==> src/source/pipe_pkg.sv <==
`default_nettype none

package pipe_pkg;

	// ------------------------------
	// widths and basic types
	localparam int word_w = 32;
	localparam int reg_addr_w = 5;
	localparam int opcode_w = 7;
	localparam int imm_w = 16;

	typedef logic [word_w-1:0]     word_t;
	typedef logic [reg_addr_w-1:0] reg_addr_t;
	typedef logic [opcode_w-1:0]   opcode_t;
	typedef logic [imm_w-1:0]      imm_t;  // sign-extended at the point of use
	typedef logic [word_w-1:0]     pc_t;   // word address, jal links pc + 1

	// ------------------------------
	// opcodes, 0 is left free for pipeline bubbles
	localparam opcode_t op_add  = 7'd1;
	localparam opcode_t op_sub  = 7'd2;
	localparam opcode_t op_and  = 7'd3;
	localparam opcode_t op_or   = 7'd4;
	localparam opcode_t op_xor  = 7'd5;
	localparam opcode_t op_addi = 7'd6;
	localparam opcode_t op_andi = 7'd7;
	localparam opcode_t op_ori  = 7'd8;
	localparam opcode_t op_xori = 7'd9;
	localparam opcode_t op_sll  = 7'd10;
	localparam opcode_t op_srl  = 7'd11;
	localparam opcode_t op_lw   = 7'd12;
	localparam opcode_t op_sw   = 7'd13;
	localparam opcode_t op_beq  = 7'd14;
	localparam opcode_t op_bne  = 7'd15;
	localparam opcode_t op_j    = 7'd16;
	localparam opcode_t op_jal  = 7'd17;
	localparam opcode_t op_jr   = 7'd18;

	// ------------------------------
	// forwarding mux selects
	typedef logic [1:0] fwd_a_t;
	localparam fwd_a_t fwd_a_pc     = 2'b00;  // jal link base
	localparam fwd_a_t fwd_a_ex_mem = 2'b01;
	localparam fwd_a_t fwd_a_mem_wb = 2'b10;
	localparam fwd_a_t fwd_a_rf     = 2'b11;

	typedef logic [2:0] fwd_b_t;
	localparam fwd_b_t fwd_b_imm    = 3'b000;
	localparam fwd_b_t fwd_b_one    = 3'b001;  // jal adds one to pc
	localparam fwd_b_t fwd_b_ex_mem = 3'b010;
	localparam fwd_b_t fwd_b_mem_wb = 3'b011;
	localparam fwd_b_t fwd_b_rf     = 3'b100;

	typedef logic [1:0] store_sel_t;
	localparam store_sel_t store_rf     = 2'b00;
	localparam store_sel_t store_ex_mem = 2'b01;
	localparam store_sel_t store_mem_wb = 2'b10;

	typedef logic [1:0] cmp_sel_t;
	localparam cmp_sel_t cmp_id_ex  = 2'b00;  // alu output of the instruction in ex
	localparam cmp_sel_t cmp_ex_mem = 2'b01;
	localparam cmp_sel_t cmp_mem_wb = 2'b10;
	localparam cmp_sel_t cmp_rf     = 2'b11;

	typedef logic [2:0] tgt_sel_t;  // low codes follow cmp_sel_t
	localparam tgt_sel_t tgt_pc   = 3'b100;
	localparam tgt_sel_t tgt_zero = 3'b101;  // absolute target for j and jal

	localparam int dmem_depth = 64;  // words

endpackage

`default_nettype wire

==> src/source/dest_bus_if.sv <==
`default_nettype none

// destination register info of the three pipeline registers past decode
interface dest_bus_if;

	pipe_pkg::reg_addr_t id_ex_rd;
	logic                id_ex_wr;
	logic                id_ex_rd_is_load;  // lw sitting in ex, data not ready yet
	pipe_pkg::reg_addr_t ex_mem_rd;
	logic                ex_mem_wr;
	logic                ex_mem_is_load;    // ex_mem value comes from dmem
	pipe_pkg::reg_addr_t mem_wb_rd;
	logic                mem_wb_wr;

	// decode drives the id_ex fields, exec/mem the rest
	modport producer (output id_ex_rd, id_ex_wr, id_ex_rd_is_load,
		ex_mem_rd, ex_mem_wr, ex_mem_is_load, mem_wb_rd, mem_wb_wr);

	modport consumer (input id_ex_rd, id_ex_wr, id_ex_rd_is_load,
		ex_mem_rd, ex_mem_wr, ex_mem_is_load, mem_wb_rd, mem_wb_wr);

endinterface

`default_nettype wire

==> src/source/forward_unit.sv <==
`default_nettype none

module forward_unit (
	input  pipe_pkg::opcode_t    if_id_opcode,
	input  pipe_pkg::reg_addr_t  if_id_rs1,
	input  pipe_pkg::reg_addr_t  if_id_rs2,
	input  pipe_pkg::opcode_t    id_ex_opcode,
	input  pipe_pkg::reg_addr_t  id_ex_rs1,
	input  pipe_pkg::reg_addr_t  id_ex_rs2,
	dest_bus_if.consumer         dest,
	output pipe_pkg::fwd_a_t     forward_a,
	output pipe_pkg::fwd_b_t     forward_b,
	output pipe_pkg::store_sel_t store_rs2_forward,
	output pipe_pkg::cmp_sel_t   cmp_sel_a,
	output pipe_pkg::cmp_sel_t   cmp_sel_b,
	output pipe_pkg::tgt_sel_t   target_sel
);

	// producer writes a nonzero rd that the consumer reads
	function automatic logic hit(input logic wr, input pipe_pkg::reg_addr_t rd,
		input pipe_pkg::reg_addr_t rs);
		return wr && (rd != '0) && (rd == rs);
	endfunction

	// decode consumers see three producers, nearest first
	function automatic pipe_pkg::cmp_sel_t dec_sel(input pipe_pkg::reg_addr_t rs);
		if (hit(dest.id_ex_wr, dest.id_ex_rd, rs))
			return pipe_pkg::cmp_id_ex;
		else if (hit(dest.ex_mem_wr, dest.ex_mem_rd, rs))
			return pipe_pkg::cmp_ex_mem;
		else if (hit(dest.mem_wb_wr, dest.mem_wb_rd, rs))
			return pipe_pkg::cmp_mem_wb;
		return pipe_pkg::cmp_rf;
	endfunction

	logic ex_hit_a;   // rs1 of ex matches ex_mem
	logic wb_hit_a;   // rs1 of ex matches mem_wb
	logic ex_hit_b;
	logic wb_hit_b;
	logic b_is_imm;   // second operand is the immediate

	assign ex_hit_a = hit(dest.ex_mem_wr, dest.ex_mem_rd, id_ex_rs1);
	assign wb_hit_a = hit(dest.mem_wb_wr, dest.mem_wb_rd, id_ex_rs1);
	assign ex_hit_b = hit(dest.ex_mem_wr, dest.ex_mem_rd, id_ex_rs2);
	assign wb_hit_b = hit(dest.mem_wb_wr, dest.mem_wb_rd, id_ex_rs2);

	always_comb begin
		case (id_ex_opcode)
			pipe_pkg::op_addi, pipe_pkg::op_andi, pipe_pkg::op_ori, pipe_pkg::op_xori,
			pipe_pkg::op_lw, pipe_pkg::op_sw, pipe_pkg::op_sll, pipe_pkg::op_srl:
				b_is_imm = 1'b1;
			default:
				b_is_imm = 1'b0;
		endcase
	end

	// ------------------------------
	// execute stage consumers
	always_comb begin
		if (id_ex_opcode == pipe_pkg::op_jal) forward_a = pipe_pkg::fwd_a_pc;  // link = pc + 1
		else if (ex_hit_a)                    forward_a = pipe_pkg::fwd_a_ex_mem;
		else if (wb_hit_a)                    forward_a = pipe_pkg::fwd_a_mem_wb;
		else                                  forward_a = pipe_pkg::fwd_a_rf;

		if (b_is_imm)                              forward_b = pipe_pkg::fwd_b_imm;
		else if (id_ex_opcode == pipe_pkg::op_jal) forward_b = pipe_pkg::fwd_b_one;
		else if (ex_hit_b)                         forward_b = pipe_pkg::fwd_b_ex_mem;
		else if (wb_hit_b)                         forward_b = pipe_pkg::fwd_b_mem_wb;
		else                                       forward_b = pipe_pkg::fwd_b_rf;

		// sw data path ignores the immediate override on b
		if (ex_hit_b)      store_rs2_forward = pipe_pkg::store_ex_mem;
		else if (wb_hit_b) store_rs2_forward = pipe_pkg::store_mem_wb;
		else               store_rs2_forward = pipe_pkg::store_rf;
	end

	// ------------------------------
	// decode stage consumers
	assign cmp_sel_a = dec_sel(if_id_rs1);
	assign cmp_sel_b = dec_sel(if_id_rs2);

	always_comb begin
		case (if_id_opcode)
			pipe_pkg::op_jr:                  target_sel = {1'b0, dec_sel(if_id_rs1)};  // register base
			pipe_pkg::op_j, pipe_pkg::op_jal: target_sel = pipe_pkg::tgt_zero;
			default:                          target_sel = pipe_pkg::tgt_pc;  // pc-relative branch
		endcase
	end

endmodule

`default_nettype wire

==> src/flat_wrapper.sv <==
// flat-port wrapper written by rule: the top's interface ports become plain ports
module forward_unit_flat 
  (if_id_opcode, if_id_rs1, if_id_rs2, id_ex_opcode, id_ex_rs1, id_ex_rs2, forward_a, forward_b, store_rs2_forward, cmp_sel_a, cmp_sel_b, target_sel, dest_id_ex_rd, dest_id_ex_wr, dest_id_ex_rd_is_load, dest_ex_mem_rd, dest_ex_mem_wr, dest_ex_mem_is_load, dest_mem_wb_rd, dest_mem_wb_wr);
  dest_bus_if dest_i ();
  input  pipe_pkg::opcode_t if_id_opcode;
  input  pipe_pkg::reg_addr_t if_id_rs1;
  input  pipe_pkg::reg_addr_t if_id_rs2;
  input  pipe_pkg::opcode_t id_ex_opcode;
  input  pipe_pkg::reg_addr_t id_ex_rs1;
  input  pipe_pkg::reg_addr_t id_ex_rs2;
  output pipe_pkg::fwd_a_t forward_a;
  output pipe_pkg::fwd_b_t forward_b;
  output pipe_pkg::store_sel_t store_rs2_forward;
  output pipe_pkg::cmp_sel_t cmp_sel_a;
  output pipe_pkg::cmp_sel_t cmp_sel_b;
  output pipe_pkg::tgt_sel_t target_sel;
  input wire logic [$bits(dest_i.id_ex_rd)-1:0] dest_id_ex_rd;
  input wire logic [$bits(dest_i.id_ex_wr)-1:0] dest_id_ex_wr;
  input wire logic [$bits(dest_i.id_ex_rd_is_load)-1:0] dest_id_ex_rd_is_load;
  input wire logic [$bits(dest_i.ex_mem_rd)-1:0] dest_ex_mem_rd;
  input wire logic [$bits(dest_i.ex_mem_wr)-1:0] dest_ex_mem_wr;
  input wire logic [$bits(dest_i.ex_mem_is_load)-1:0] dest_ex_mem_is_load;
  input wire logic [$bits(dest_i.mem_wb_rd)-1:0] dest_mem_wb_rd;
  input wire logic [$bits(dest_i.mem_wb_wr)-1:0] dest_mem_wb_wr;
  assign dest_i.id_ex_rd = dest_id_ex_rd;
  assign dest_i.id_ex_wr = dest_id_ex_wr;
  assign dest_i.id_ex_rd_is_load = dest_id_ex_rd_is_load;
  assign dest_i.ex_mem_rd = dest_ex_mem_rd;
  assign dest_i.ex_mem_wr = dest_ex_mem_wr;
  assign dest_i.ex_mem_is_load = dest_ex_mem_is_load;
  assign dest_i.mem_wb_rd = dest_mem_wb_rd;
  assign dest_i.mem_wb_wr = dest_mem_wb_wr;
  forward_unit u_core (.if_id_opcode(if_id_opcode), .if_id_rs1(if_id_rs1), .if_id_rs2(if_id_rs2), .id_ex_opcode(id_ex_opcode), .id_ex_rs1(id_ex_rs1), .id_ex_rs2(id_ex_rs2), .dest(dest_i), .forward_a(forward_a), .forward_b(forward_b), .store_rs2_forward(store_rs2_forward), .cmp_sel_a(cmp_sel_a), .cmp_sel_b(cmp_sel_b), .target_sel(target_sel));
endmodule
==> config.mk <==
export PLATFORM = sky130hd
export DESIGN_NAME = forward_unit_flat
export DESIGN_NICKNAME = d
export VERILOG_FILES = /design/src/source/pipe_pkg.sv /design/src/source/dest_bus_if.sv /design/src/source/forward_unit.sv /design/src/flat_wrapper.sv
export SDC_FILE = /design/constraint.sdc
export NUM_CORES = 1
export LEC_CHECK = 0
export CAP_MARGIN = 15
export CORE_AREA = 3 3 63 65
export DETAILED_ROUTE_END_ITERATION = 6
export DIE_AREA = 0 0 66 68
export DONT_BUFFER_PORTS = 1
export PLACE_DENSITY = 0.43
export SLEW_MARGIN = 0
export SYNTH_ARGS = -nofsm -noshare
export SYNTH_HDL_FRONTEND = slang
export SYNTH_SLANG_ARGS = --single-unit
==> constraint.sdc <==
create_clock -name vclk -period 5.28
set_input_delay 1.056 -clock vclk [all_inputs]
set_output_delay 1.056 -clock vclk [all_outputs]
set_load 0.01 [all_outputs]
==> flow_summary.ini <==
[run_status]
status = complete, no violations

[detailed_routing]
routedWlPerCell_um = 17.8
via_count = 748
first_pass_iters = 4
drt_iter0_drc = 14
via_per_inst = 5.02
drtAntennaViolNets = 0
drt-total-wl_mm = 2.65
drcViolationCount = 0

[cts]
cts-resized-gates = 0
post_cts_buffers = 0
hold_buffers = 0

[sta]
worst_slack_ps = 1850
rsz0062_at_grt = false
finalSetupTns_ps = 0
hold_viol = 0
max_freq_ghz = 0.292
period_share_pct = 64.9
tightest_slew_ps = 702
relSlewSlack_pct = 52.8
setup_viol = 0
drv_slew = 0
period_needed_ps = 3430

[synth]
synthSimpleGateAreaFrac_pct = 28.7
synth-xor-area-share_pct = 52.3
synthDistinctLibCells = 28
synth_mux_area_share_pct = 0
syn_nets = 168
synthAdderAreaFrac_pct = 0
synth_top_family_by_area = XOR/XNOR gates
syn-cell-area_um2 = 855
synth_compound_gate_area_share_pct = 11.3
ys.warnings.count = 0
syn_inst = 114
seq_area_frac_synth_pct = 0
postSynthAreaPerCell_um2 = 7.50

[finish]
finalNetCount = 159
seqCellArea_um2 = 0
final_cells = 149
n_clock_buffer = 0
final_layout_size_suffix_gt1_share_pct = 6.80
synthToLayoutAreaGrowth_pct = -0.586
fillers = 391
diodes = 0
seq_cell_count = 0

[placed_design]
dp_cells = 149
port_buffers = 0
gp_congestion = 0.679
post-dp-hpwl_mm = 2.33
place_ws_ps = 1870

[floorplanning]
die_w_um = 66
dieArea_um2 = 4490
die-height_um = 68
core_area_um2 = 3390
num_rows = 21
io_pins = 68
initial_core_util_pct = 25.2

[job]
cap_violations = 0

[hold_path]
hp-class = in2out

[setup_path]
critical_path_class = in2out
critPathLaunchType = input port
cp_max_fo = 5
endpoint_kind = primary output
worstPathRequired_ps = 4220
critPathArrivalTime_ps = 2370

[power_and_ir_drop]
vdd.ir_drop.worst_mv = 0.0168
cellPowerDensity_nw_per_um2 = 58.4
p_leak_nw = 0.226
fin_total_pwr_mw = 0.0496

[grt]
grt_start_max_net_pins = 6
first_global_vias = 767
grt_overflow = 0
antenna_found_initial = 0
grtUsageTotal_pct = 11.5
grt_pass1_wl_mm = 4.02
worst max-delay path: stages:
cell      delay (ps)
or4_4            530
o21ai_4          210
nor4_2           110
o311ai_1         310
a21boi_1         170
layout make-up:
type               count  area, µm²  area share (%)
inverters              1       3.75           0.442
well taps             46       57.6            6.77
multi-input cells    102        788            92.8
where the power goes:
group / total, mW / internal (mW) / switching, mW
Clock: 0 / 0 / 0
Combinational: 0.0496 / 0.0286 / 0.0210
Sequential: 0 / 0 / 0
routing by layer:
| layer | vias to the layer above | wire length (µm) | GRT usage [%] | part of all wire (%) |
|---|---|---|---|---|
| met5 | - | 0 | 0 | 0 |
| met4 | 0 | 14 | 0.761 | 0.53 |
| met3 | 2 | 353 | 5.09 | 13 |
| met2 | 31 | 1310 | 20.8 | 50 |
| met1 | 341 | 965 | 13.1 | 36 |
| li1 | 374 | - | - | - |
metrics by stage:
step | instance area (µm²) | hold slack (ps) | util (%)
after global routing | 850 | 2200 | 25.1
after detailed placement | 850 | 2200 | 25.1
after CTS | 850 | 2200 | 25.1
after floorplan | 855 | 2190 | -
after global placement | 850 | 2200 | 25.1
final | 850 | 2200 | 25.1
placed cells by master (no fill, tap or decap), types with 2 or more instances in the layout:
master   instances
nor2_1           5
or4_4            2
or4_1            2
nand2_1          3
nand3_1         10
nor4_1           9
xor2_1          24
xnor2_1         27
nor4_2           2
a31oi_1          2
nor3_1           4
o21ai_4          2
synth_stat cells:
master,number,area (µm²)
o21ai_1,1,5.00
or4_1,2,15.0
a21boi_1,1,7.51
nand2b_1,1,6.26
nor4_2,2,25.0
o21ai_4,2,32.5
clkbuf_1,1,3.75
buf_2,7,35.0
o22a_1,1,8.76
nor3_1,4,20.0
a31oi_1,2,12.5
buf_6,1,11.3
o21bai_1,1,7.51
xor2_1,24,210
nand3_1,10,50.1
inv_1,1,3.75
nor4_1,9,56.3
nor2b_4,1,13.8
xnor2_1,27,236
o311ai_1,1,8.76
or3_1,1,6.26
a41oi_1,1,8.76
or4_4,2,22.5
nand2_1,3,11.3
nor2_1,5,18.8
a21oi_1,1,5.00
buf_4,1,7.51
clkbuf_2,1,5.00
cell families (layout without fill, tap and decap cells):
group | count (synthesis) | count (layout)
and+or+nand+nor | 40 | 40
xor gates and xnor gates | 51 | 51
AOI/OAI and AO/OA | 11 | 11
buffers and inverters | 12 | 1
path summary, 6_finish.rpt:
| check | slack (ps) | depth (start not counted) | endpoint | startpoint |
|---|---|---|---|---|
| hold / removal | 2200 | 1 | target_sel[0] | if_id_opcode[1] |
| setup / recovery | 1850 | 5 | target_sel[0] | dest_ex_mem_rd[1] |
Power figures use the tool's default switching activity.
