File: src/source/pipe_pkg.sv
`default_nettype none

package pipe_pkg;

	// ------------------------------
	// widths and basic types
	localparam int word_w = 32;
	localparam int reg_addr_w = 5;
	localparam int opcode_w = 7;
	localparam int imm_w = 16;

	typedef logic [word_w-1:0]     word_t;
	typedef logic [reg_addr_w-1:0] reg_addr_t;
	typedef logic [opcode_w-1:0]   opcode_t;
	typedef logic [imm_w-1:0]      imm_t;  // sign-extended at the point of use
	typedef logic [word_w-1:0]     pc_t;   // word address, jal links pc + 1

	// ------------------------------
	// opcodes, 0 is left free for pipeline bubbles
	localparam opcode_t op_add  = 7'd1;
	localparam opcode_t op_sub  = 7'd2;
	localparam opcode_t op_and  = 7'd3;
	localparam opcode_t op_or   = 7'd4;
	localparam opcode_t op_xor  = 7'd5;
	localparam opcode_t op_addi = 7'd6;
	localparam opcode_t op_andi = 7'd7;
	localparam opcode_t op_ori  = 7'd8;
	localparam opcode_t op_xori = 7'd9;
	localparam opcode_t op_sll  = 7'd10;
	localparam opcode_t op_srl  = 7'd11;
	localparam opcode_t op_lw   = 7'd12;
	localparam opcode_t op_sw   = 7'd13;
	localparam opcode_t op_beq  = 7'd14;
	localparam opcode_t op_bne  = 7'd15;
	localparam opcode_t op_j    = 7'd16;
	localparam opcode_t op_jal  = 7'd17;
	localparam opcode_t op_jr   = 7'd18;

	// ------------------------------
	// forwarding mux selects
	typedef logic [1:0] fwd_a_t;
	localparam fwd_a_t fwd_a_pc     = 2'b00;  // jal link base
	localparam fwd_a_t fwd_a_ex_mem = 2'b01;
	localparam fwd_a_t fwd_a_mem_wb = 2'b10;
	localparam fwd_a_t fwd_a_rf     = 2'b11;

	typedef logic [2:0] fwd_b_t;
	localparam fwd_b_t fwd_b_imm    = 3'b000;
	localparam fwd_b_t fwd_b_one    = 3'b001;  // jal adds one to pc
	localparam fwd_b_t fwd_b_ex_mem = 3'b010;
	localparam fwd_b_t fwd_b_mem_wb = 3'b011;
	localparam fwd_b_t fwd_b_rf     = 3'b100;

	typedef logic [1:0] store_sel_t;
	localparam store_sel_t store_rf     = 2'b00;
	localparam store_sel_t store_ex_mem = 2'b01;
	localparam store_sel_t store_mem_wb = 2'b10;

	typedef logic [1:0] cmp_sel_t;
	localparam cmp_sel_t cmp_id_ex  = 2'b00;  // alu output of the instruction in ex
	localparam cmp_sel_t cmp_ex_mem = 2'b01;
	localparam cmp_sel_t cmp_mem_wb = 2'b10;
	localparam cmp_sel_t cmp_rf     = 2'b11;

	typedef logic [2:0] tgt_sel_t;  // low codes follow cmp_sel_t
	localparam tgt_sel_t tgt_pc   = 3'b100;
	localparam tgt_sel_t tgt_zero = 3'b101;  // absolute target for j and jal

	localparam int dmem_depth = 64;  // words

endpackage

`default_nettype wire

File: src/source/dest_bus_if.sv
`default_nettype none

// destination register info of the three pipeline registers past decode
interface dest_bus_if;

	pipe_pkg::reg_addr_t id_ex_rd;
	logic                id_ex_wr;
	logic                id_ex_rd_is_load;  // lw sitting in ex, data not ready yet
	pipe_pkg::reg_addr_t ex_mem_rd;
	logic                ex_mem_wr;
	logic                ex_mem_is_load;    // ex_mem value comes from dmem
	pipe_pkg::reg_addr_t mem_wb_rd;
	logic                mem_wb_wr;

	// decode drives the id_ex fields, exec/mem the rest
	modport producer (output id_ex_rd, id_ex_wr, id_ex_rd_is_load,
		ex_mem_rd, ex_mem_wr, ex_mem_is_load, mem_wb_rd, mem_wb_wr);

	modport consumer (input id_ex_rd, id_ex_wr, id_ex_rd_is_load,
		ex_mem_rd, ex_mem_wr, ex_mem_is_load, mem_wb_rd, mem_wb_wr);

endinterface

`default_nettype wire

File: src/source/hazard_unit.sv
`default_nettype none

module hazard_unit (
	input  pipe_pkg::opcode_t   if_id_opcode,
	input  pipe_pkg::reg_addr_t if_id_rs1,
	input  pipe_pkg::reg_addr_t if_id_rs2,
	input  logic                in_valid,
	dest_bus_if.consumer        dest,
	output logic                stall
);

	logic reads_rs1;
	logic reads_rs2;

	// j and jal take no register, everything else reads rs1
	assign reads_rs1 = !(if_id_opcode == pipe_pkg::op_j || if_id_opcode == pipe_pkg::op_jal);

	always_comb begin
		case (if_id_opcode)
			pipe_pkg::op_add, pipe_pkg::op_sub, pipe_pkg::op_and, pipe_pkg::op_or,
			pipe_pkg::op_xor, pipe_pkg::op_sw, pipe_pkg::op_beq, pipe_pkg::op_bne:
				reads_rs2 = 1'b1;
			default:
				reads_rs2 = 1'b0;
		endcase
	end

	// lw in ex cannot feed decode yet, hold one cycle until it reaches mem
	assign stall = in_valid && dest.id_ex_rd_is_load && (dest.id_ex_rd != '0) &&
		((reads_rs1 && (if_id_rs1 == dest.id_ex_rd)) ||
		 (reads_rs2 && (if_id_rs2 == dest.id_ex_rd)));

endmodule

`default_nettype wire

File: src/flat_wrapper.sv
// flat-port wrapper written by rule: the top's interface ports become plain ports
module hazard_unit_flat 
  (if_id_opcode, if_id_rs1, if_id_rs2, in_valid, stall, dest_id_ex_rd, dest_id_ex_wr, dest_id_ex_rd_is_load, dest_ex_mem_rd, dest_ex_mem_wr, dest_ex_mem_is_load, dest_mem_wb_rd, dest_mem_wb_wr);
  dest_bus_if dest_i ();
  input  pipe_pkg::opcode_t if_id_opcode;
  input  pipe_pkg::reg_addr_t if_id_rs1;
  input  pipe_pkg::reg_addr_t if_id_rs2;
  input  logic in_valid;
  output logic stall;
  input wire logic [$bits(dest_i.id_ex_rd)-1:0] dest_id_ex_rd;
  input wire logic [$bits(dest_i.id_ex_wr)-1:0] dest_id_ex_wr;
  input wire logic [$bits(dest_i.id_ex_rd_is_load)-1:0] dest_id_ex_rd_is_load;
  input wire logic [$bits(dest_i.ex_mem_rd)-1:0] dest_ex_mem_rd;
  input wire logic [$bits(dest_i.ex_mem_wr)-1:0] dest_ex_mem_wr;
  input wire logic [$bits(dest_i.ex_mem_is_load)-1:0] dest_ex_mem_is_load;
  input wire logic [$bits(dest_i.mem_wb_rd)-1:0] dest_mem_wb_rd;
  input wire logic [$bits(dest_i.mem_wb_wr)-1:0] dest_mem_wb_wr;
  assign dest_i.id_ex_rd = dest_id_ex_rd;
  assign dest_i.id_ex_wr = dest_id_ex_wr;
  assign dest_i.id_ex_rd_is_load = dest_id_ex_rd_is_load;
  assign dest_i.ex_mem_rd = dest_ex_mem_rd;
  assign dest_i.ex_mem_wr = dest_ex_mem_wr;
  assign dest_i.ex_mem_is_load = dest_ex_mem_is_load;
  assign dest_i.mem_wb_rd = dest_mem_wb_rd;
  assign dest_i.mem_wb_wr = dest_mem_wb_wr;
  hazard_unit u_core (.if_id_opcode(if_id_opcode), .if_id_rs1(if_id_rs1), .if_id_rs2(if_id_rs2), .in_valid(in_valid), .dest(dest_i), .stall(stall));
endmodule
File: config.mk
export PLATFORM = sky130hd
export DESIGN_NAME = hazard_unit_flat
export DESIGN_NICKNAME = d
export VERILOG_FILES = /design/src/source/pipe_pkg.sv /design/src/source/dest_bus_if.sv /design/src/source/hazard_unit.sv /design/src/flat_wrapper.sv
export SDC_FILE = /design/constraint.sdc
export NUM_CORES = 1
export LEC_CHECK = 0
export BUFFER_PORTS_ARGS = -buffer_cell sky130_fd_sc_hd__buf_2
export CORE_AREA = 2 2 39 41
export DETAILED_ROUTE_END_ITERATION = 16
export DIE_AREA = 0 0 41 43
export PLACE_DENSITY = 0.54
export SLEW_MARGIN = 20
export SYNTH_ARGS = -nofsm -noshare
export SYNTH_HDL_FRONTEND = slang
export SYNTH_SLANG_ARGS = --single-unit
File: constraint.sdc
create_clock -name vclk -period 0.95
set_input_delay 0.0475 -clock vclk [all_inputs]
set_output_delay 0.0475 -clock vclk [all_outputs]
set_load 0.02 [all_outputs]
==> results.md, run 1 <==
* CP Capture Type: output port
* Synthesized area at 185 um2
* RSZ-0062 raised after global routing: true
* Via count at 293
* P&R area growth vs syn at 136%
* Yosys cell types at 15
* Largest family of logic cells by synthesized area: XOR/XNOR gates
* Final Power at 0.163 mW
* GPL Wtd Cong at 0.648
* Post-Synth Simple-Gate Area at 0.223
* Final #Nets at 95
* Max-slew violations at 0
* DR vias/cell at 4.13
* DRC Markers at 0
* Routed WL at 686 um
* Post-layout util at 0.316
* YS warnings at 0
* Die H at 43 um
* Post-synthesis xor/xnor area fraction at 0.473
* Largest net degree at the start of global routing at 5
* P_leak at 0.207 nW
* Mux share of post-synthesis cell area at 0
* Commonest non-fill, non-tap cell in the layout: buf_2
* GRT met1 Usage at 0.0759
* Peak VDD IR at 0.000149 V
* Finish-stage setup viols at 1
* Synth Area in Adders at 0
* Cell area power density at 372 nW/um2
* Total gr overflow at 0
* Drt wl/cell at 9.66 um
* Min Tclk post-route at 1.13 ns
* Routed Antenna Nets at 0
* Hold slack at 0.466 ns
* Maxcap violations at 0
* Post-Syn Nets at 63
* Endpoints failing hold at 0
* Die X at 41 um
* PortBufs at 25
* Outcome: complete, but fails checks
* Die Area at 1760 um2
* Compound-cell area share of the yosys netlist at 0.264
* Seq/Total Area, Yosys at 0
* Vias in the first global route at 271
* Initial antenna violation count at 0
* CP Max Fanout at 3
* Hold WC Path Type: in2out
* Worst slew pin tran at 0.312 ns
* Cells after Synth at 25
* Slowest stage cell on the critical path: nor4_1
* Most used routing layer: met2
* Startpoint Class: primary input
* Max Freq at 885 MHz
* Core region area at 1380 um2
* Grt met3 use at 0
* GR Layer Usage met2 at 0.144
* Wire length of the first global-routing pass at 910 um
* # hold bufs at CTS at 0
* Worst hold path cell count at 4
* Drt pass-1 iters at 4
* Starting Density at 0.134
* Post-route setup slack at -0.180 ns
* Req. time, crit path at 0.90 ns
* Failing checks: setup timing
* Crit Path Category: in2out
* Slew HR at 0.791
* Critical path, cell by cell: buf_6 -> xor2_1 -> nor4_1 -> nand4_1 -> a21oi_2 -> buf_4
* CLK BUF at 0
* I/O Pins at 39
* CP arrival at 1.08 ns
* Most frequent cells in the layout: buf_2, xor2_1, buf_6, buf_4
* Site row count at 14
* Seq Cell Count at 0
* Antenna Cells at 0
* GRT Total Usage at 0.0699
* FF/Latch Area at 0 um2
* Fin crit share at 1.19
* Layout cells sized above 1 at 0.636
* Iteration-0 DRC Markers at 2
* Syn_area_per_cell at 7.41 um2
* Crit-path max cell delay at 0.32 ns
==> stage by stage <==
step	std cells	setup WS (ns)	TNS [ns]	area, um2
after global routing	71	-0.252	-0.252	438
after CTS	71	-0.187	-0.187	397
after detailed placement	71	-0.218	-0.218	372
after global placement	71	-0.217	-0.217	372
after floorplan	25	0.00802	0	189
final	71	-0.180	-0.180	438
==> metal layers <==
metal / wire, um / up-vias
li1: - / 153
met1: 238 / 125
met2: 396 / 15
met3: 52 / 0
met4: 0 / 0
met5: 0 / -
==> cell usage after synthesis <==
library cell  count  area share
or4_1             1       0.041
nor4_1            1       0.034
a2111oi_2         1       0.081
nand3_1           1       0.027
a31oi_1           1       0.034
nor4b_1           1       0.047
o21ai_0           1       0.027
nor2_1            2       0.041
a2111oi_1         1       0.054
o211ai_1          1       0.041
a21oi_1           1       0.027
inv_1             2       0.041
xor2_1            8        0.38
xnor2_1           2       0.095
nand4_1           1       0.034
==> power by group <==
part	switching (mW)	total, mW	internal, mW
sequential	0	0	0
clock	0	0	0
combinational	0.0636	0.163	0.0993
total	0.0636	0.163	0.0993
==> cell type report <==
class / instances / area (um2)
multi-input combinational: 23 / 208
fill: 159 / 946
timing repair buffer: 30 / 203
inverter: 2 / 7.51
tap: 16 / 20.0
==> worst paths after layout <==
path              slack, ns                  start     to
setup / recovery      -0.18       dest_id_ex_rd[1]  stall
hold / removal         0.47  dest_id_ex_rd_is_load  stall
==> critical path: cells and delay by family <==
| family | cells | cell delay, ns |
|---|---|---|
| buf+inv | 2 | 0.25 |
| compound gates | 1 | 0.16 |
| xor+xnor | 1 | 0.15 |
| simple gates | 2 | 0.48 |
==> kinds of logic after synthesis <==
kind of cell / count (synthesis)
buffers and inverters: 2
AO/OA/AOI/OAI: 6
XOR/XNOR: 10
AND/OR/NAND/NOR: 7
==> timing repair <==
| item | 4_1_cts | 5_1_grt |
|---|---|---|
| pin swaps | 8 | 4 |
| gates resized for setup | 6 | 7 |
| setup buffers | 0 | 0 |
| endpoints found under the setup margin | 1 | 1 |
Note: power is estimated with default switching activity, not from simulation.
==> run 2: changes to the inputs <==
--- a/config.mk
+++ b/config.mk
@@ -6,6 +6,7 @@
 export NUM_CORES = 1
 export LEC_CHECK = 0
 export BUFFER_PORTS_ARGS = -buffer_cell sky130_fd_sc_hd__buf_2
+export CAP_MARGIN = 20
 export CORE_AREA = 2 2 39 41
 export DETAILED_ROUTE_END_ITERATION = 16
 export DIE_AREA = 0 0 41 43
==> constraint.sdc (replaced) <==
create_clock -name vclk -period 1.3
set_input_delay 0.065 -clock vclk [all_inputs]
set_output_delay 0.065 -clock vclk [all_outputs]
set_load 0.02 [all_outputs]
==> results.md, run 2 (same netlist as run 1, synthesis figures left out) <==
* Outcome: completed
* Largest net degree at the start of global routing at 5
* Site row count at 14
* Peak VDD IR at 0.0000809 V
* Starting Density at 0.134
* Crit-path max cell delay at 0.33 ns
* Critical hold path startpoint: dest_id_ex_rd_is_load
* GPL Wtd Cong at 0.635
* Critical path, cell by cell: buf_2 -> xor2_2 -> a2111oi_4 -> nand3_1 -> a21oi_2 -> buf_4
* DR vias/cell at 4.09
* Footprint of the multi-input gates at 214 um2
* Die H at 43 um
* Final #Nets at 90
* Via count at 270
* CP Max Fanout at 3
* Filler instances at 160
* DRC Markers at 0
* Commonest non-fill, non-tap cell in the layout: buf_2
* Finish-stage setup viols at 0
* Drt pass-1 iters at 2
* Initial antenna violation count at 0
* Clock power frac at 0
* Fin crit share at 0.915
* PortBufs at 25
* Setup TNS Final at 0 ns
* FF/Latch Area at 0 um2
* Antenna Cells at 0
* P&R area growth vs syn at 99.3%
* Req. time, crit path at 1.24 ns
* Post-CTS Setup Bufs at 0
* Slowest stage cell on the critical path: a2111oi_4
* Crit Path Category: in2out
* Drt wl/cell at 9.45 um
* # hold bufs at CTS at 0
* Total gr overflow at 0
* Int Pwr at 0.0532 mW
* Slew HR at 0.778
* Routed WL at 624 um
* Vias in the first global route at 247
* P_sw at 0.0486 mW
* Die X at 41 um
* GRT Total Usage at 0.0709
* Resized Gates After CTS at 0
* Max-slew violations at 0
* Layout cells sized above 1 at 0.600
* Endpoints failing hold at 0
* P_leak at 0.165 nW
* Max Freq at 841 MHz
* I/O Pins at 39
* Cell area power density at 276 nW/um2
* DP HPWL at 585 um
* Wire length of the first global-routing pass at 945 um
* Iteration-0 DRC Markers at 1
* Routed Antenna Nets at 0
* Comb pwr share at 1.000
* Worst slew pin tran at 0.332 ns
* Setup crit start: dest_id_ex_rd[3]
* Die Area at 1760 um2
* RSZ-0062 raised after global routing: false
* Startpoint Class: primary input
* Hold WC Path Type: in2out
* Min Tclk post-route at 1.19 ns
* Maxcap violations at 0
* Dpl cells at 66
* Core region area at 1380 um2
* CP arrival at 1.12 ns
* Net Sw Frac at 0.478
* Most frequent cells in the layout: buf_2, xor2_1, xnor2_1, nor2_1, inv_1
* CLK BUF at 0
* Seq Cell Count at 0
* Seq pwr share at 0
* CP Capture Type: output port
* Fin cells at 66
run 2: final timing paths:
path | to | cells after the start
setup / recovery | stall | 6
hold / removal | stall | 4
run 2: metal layers:
| layer | global-route usage | part of all wire |
|---|---|---|
| met2 | 0.125 | 0.50 |
| met1 | 0.0981 | 0.39 |
| met5 | 0 | 0 |
| met3 | 0 | 0.11 |
| met4 | 0 | 0 |
run 2: power by group through the flow:
| stage | Clock [mW] | Combinational (mW) | Sequential [mW] |
|---|---|---|---|
| 3_3_place_gp | 0 | 0.0880 | 0 |
| 2_1_floorplan | 0 | 0.0365 | 0 |
| 5_1_grt | 0 | 0.113 | 0 |
| 3_5_place_dp | 0 | 0.0895 | 0 |
| 4_1_cts | 0 | 0.0898 | 0 |
| 6_report | 0 | 0.102 | 0 |
run 2: final cells by class:
type,instances,area share
tap,16,0.0542
multi-input combinational,23,0.580
timing repair buffer,25,0.346
inverter,2,0.0203
run 2: through the flow:
step                      power (mW)  setup slack, ns  instance area, um2  utilization  hold WS, ns
final                          0.102            0.111                 369        0.267        0.508
after global routing           0.113           0.0209                 369        0.267        0.542
after CTS                     0.0898           0.0602                 330        0.239        0.495
after detailed placement      0.0895           0.0602                 330        0.239        0.494
after global placement        0.0880           0.0614                 330        0.239        0.491
after floorplan               0.0365            0.240                 185            -        0.289
run 2: worst max-delay path, delay by kind of cell:
kind	cells	cell delay (ns)
buffers and inverters	2	0.28
xor gates and xnor gates	1	0.16
AOI/OAI and AO/OA	2	0.48
and+or+nand+nor	1	0.14
==> run 3: changes to the inputs <==
==> constraint.sdc (replaced) <==
create_clock -name vclk -period 1.3
set_input_delay 0 -clock vclk [all_inputs]
set_output_delay 0 -clock vclk [all_outputs]
set_load 0.02 [all_outputs]
==> results.md, run 3 (same netlist as run 1, synthesis figures left out) <==
* Wire length of the first global-routing pass at 945 um
* Peak VDD IR at 0.0000656 V
* Drt pass-1 iters at 2
* Setup TNS Final at 0 ns
* Final Power at 0.0879 mW
* Initial antenna violation count at 0
* Startpoint Class: primary input
* Slew HR at 0.753
* Most frequent cells in the layout: buf_2, xor2_1, xnor2_1, nor2_1, inv_1
* # hold bufs at CTS at 0
* CLK BUF at 0
* Final instance area at 330 um2
* DP HPWL at 585 um
* Critical path, cell by cell: buf_2 -> xor2_1 -> a2111oi_2 -> nand3_1 -> a21oi_1 -> buf_2
* P&R area growth vs syn at 78.4%
* Iteration-0 DRC Markers at 1
* Max Freq at 920 MHz
* Slowest stage cell on the critical path: a2111oi_2
* Cell area power density at 266 nW/um2
* Site row count at 14
* Total gr overflow at 0
* Die X at 41 um
* Maxcap violations at 0
* Finish-stage setup viols at 0
* Min Tclk post-route at 1.09 ns
* Setup crit start: dest_id_ex_rd[2]
* Req. time, crit path at 1.30 ns
* Worst slew pin tran at 0.365 ns
* Largest net degree at the start of global routing at 5
* Routed Antenna Nets at 0
* Post-layout util at 0.239
* DP Worst Slack at 0.190 ns
* Commonest non-fill, non-tap cell in the layout: buf_2
* Post-CTS Setup Bufs at 0
* Max-slew violations at 0
* Crit-path max cell delay at 0.36 ns
* CP endpoint: stall
* CP arrival at 1.09 ns
* Endpoints failing hold at 0
* Vias in the first global route at 247
* P_leak at 0.161 nW
* Crit Path Category: in2out
* I/O Pins at 39
* Via count at 273
* GRT Total Usage at 0.0709
* FF/Latch Area at 0 um2
* Resized Gates After CTS at 0
* Core region area at 1380 um2
* Die H at 43 um
* DR vias/cell at 4.14
* Layout cells sized above 1 at 0.520
* Antenna Cells at 0
* GPL Wtd Cong at 0.635
* RSZ-0062 raised after global routing: false
* Final #Nets at 90
* CP Max Fanout at 3
* Hold WC Path Type: in2out
* Placed Area at 330 um2
* Die Area at 1760 um2
* Starting Density at 0.134
* Drt wl/cell at 9.14 um
* DRC Markers at 0
* CP Capture Type: output port
* Post-route setup slack at 0.214 ns
* Outcome: completed
* Seq Cell Count at 0
* Routed WL at 603 um
* Fin crit share at 0.836
* CP dominant cell by count: buf_2
* PortBufs at 25
-- run 3: report_power, final --
part	total [mW]	internal, mW	switching [mW]
sequential	0	0	0
clock	0	0	0
combinational	0.0879	0.0483	0.0396
-- run 3: critical path, delay by kind of cell --
kind,cells,cell delay (ns)
buffers and inverters,2,0.30
and+or+nand+nor,1,0.12
AOI/OAI and AO/OA,2,0.50
xor gates and xnor gates,1,0.16
-- run 3: per-stage QoR --
step,cells,hold slack (ns)
after CTS,66,0.365
final,66,0.361
after global placement,66,0.361
after floorplan,25,0.159
after global routing,66,0.406
after detailed placement,66,0.364
-- run 3: per-layer routing --
layer | vias to the layer above | global-route usage | routed length (um)
li1 | 145 | - | -
met1 | 113 | 0.0981 | 238
met5 | - | 0 | 0
met3 | 0 | 0 | 69
met2 | 15 | 0.125 | 295
met4 | 0 | 0 | 0
-- run 3: final cells by class --
type / instances / area, um2
Fill cell: 160 / 1050
Timing Repair Buffer: 25 / 125
Inverter: 2 / 7.51
Multi-Input combinational cell: 23 / 178
Tap cell: 16 / 20.0
-- run 3: how the worst min path moves through the flow --
stage / start / end / slack, ns / cells after the start
floorplan: dest_id_ex_rd_is_load / stall / 0.16 / 2
global placement: dest_id_ex_rd_is_load / stall / 0.36 / 4
detailed placement: dest_id_ex_rd_is_load / stall / 0.36 / 4
CTS: dest_id_ex_rd_is_load / stall / 0.36 / 4
global route: dest_id_ex_rd_is_load / stall / 0.41 / 4
finish: dest_id_ex_rd_is_load / stall / 0.36 / 4
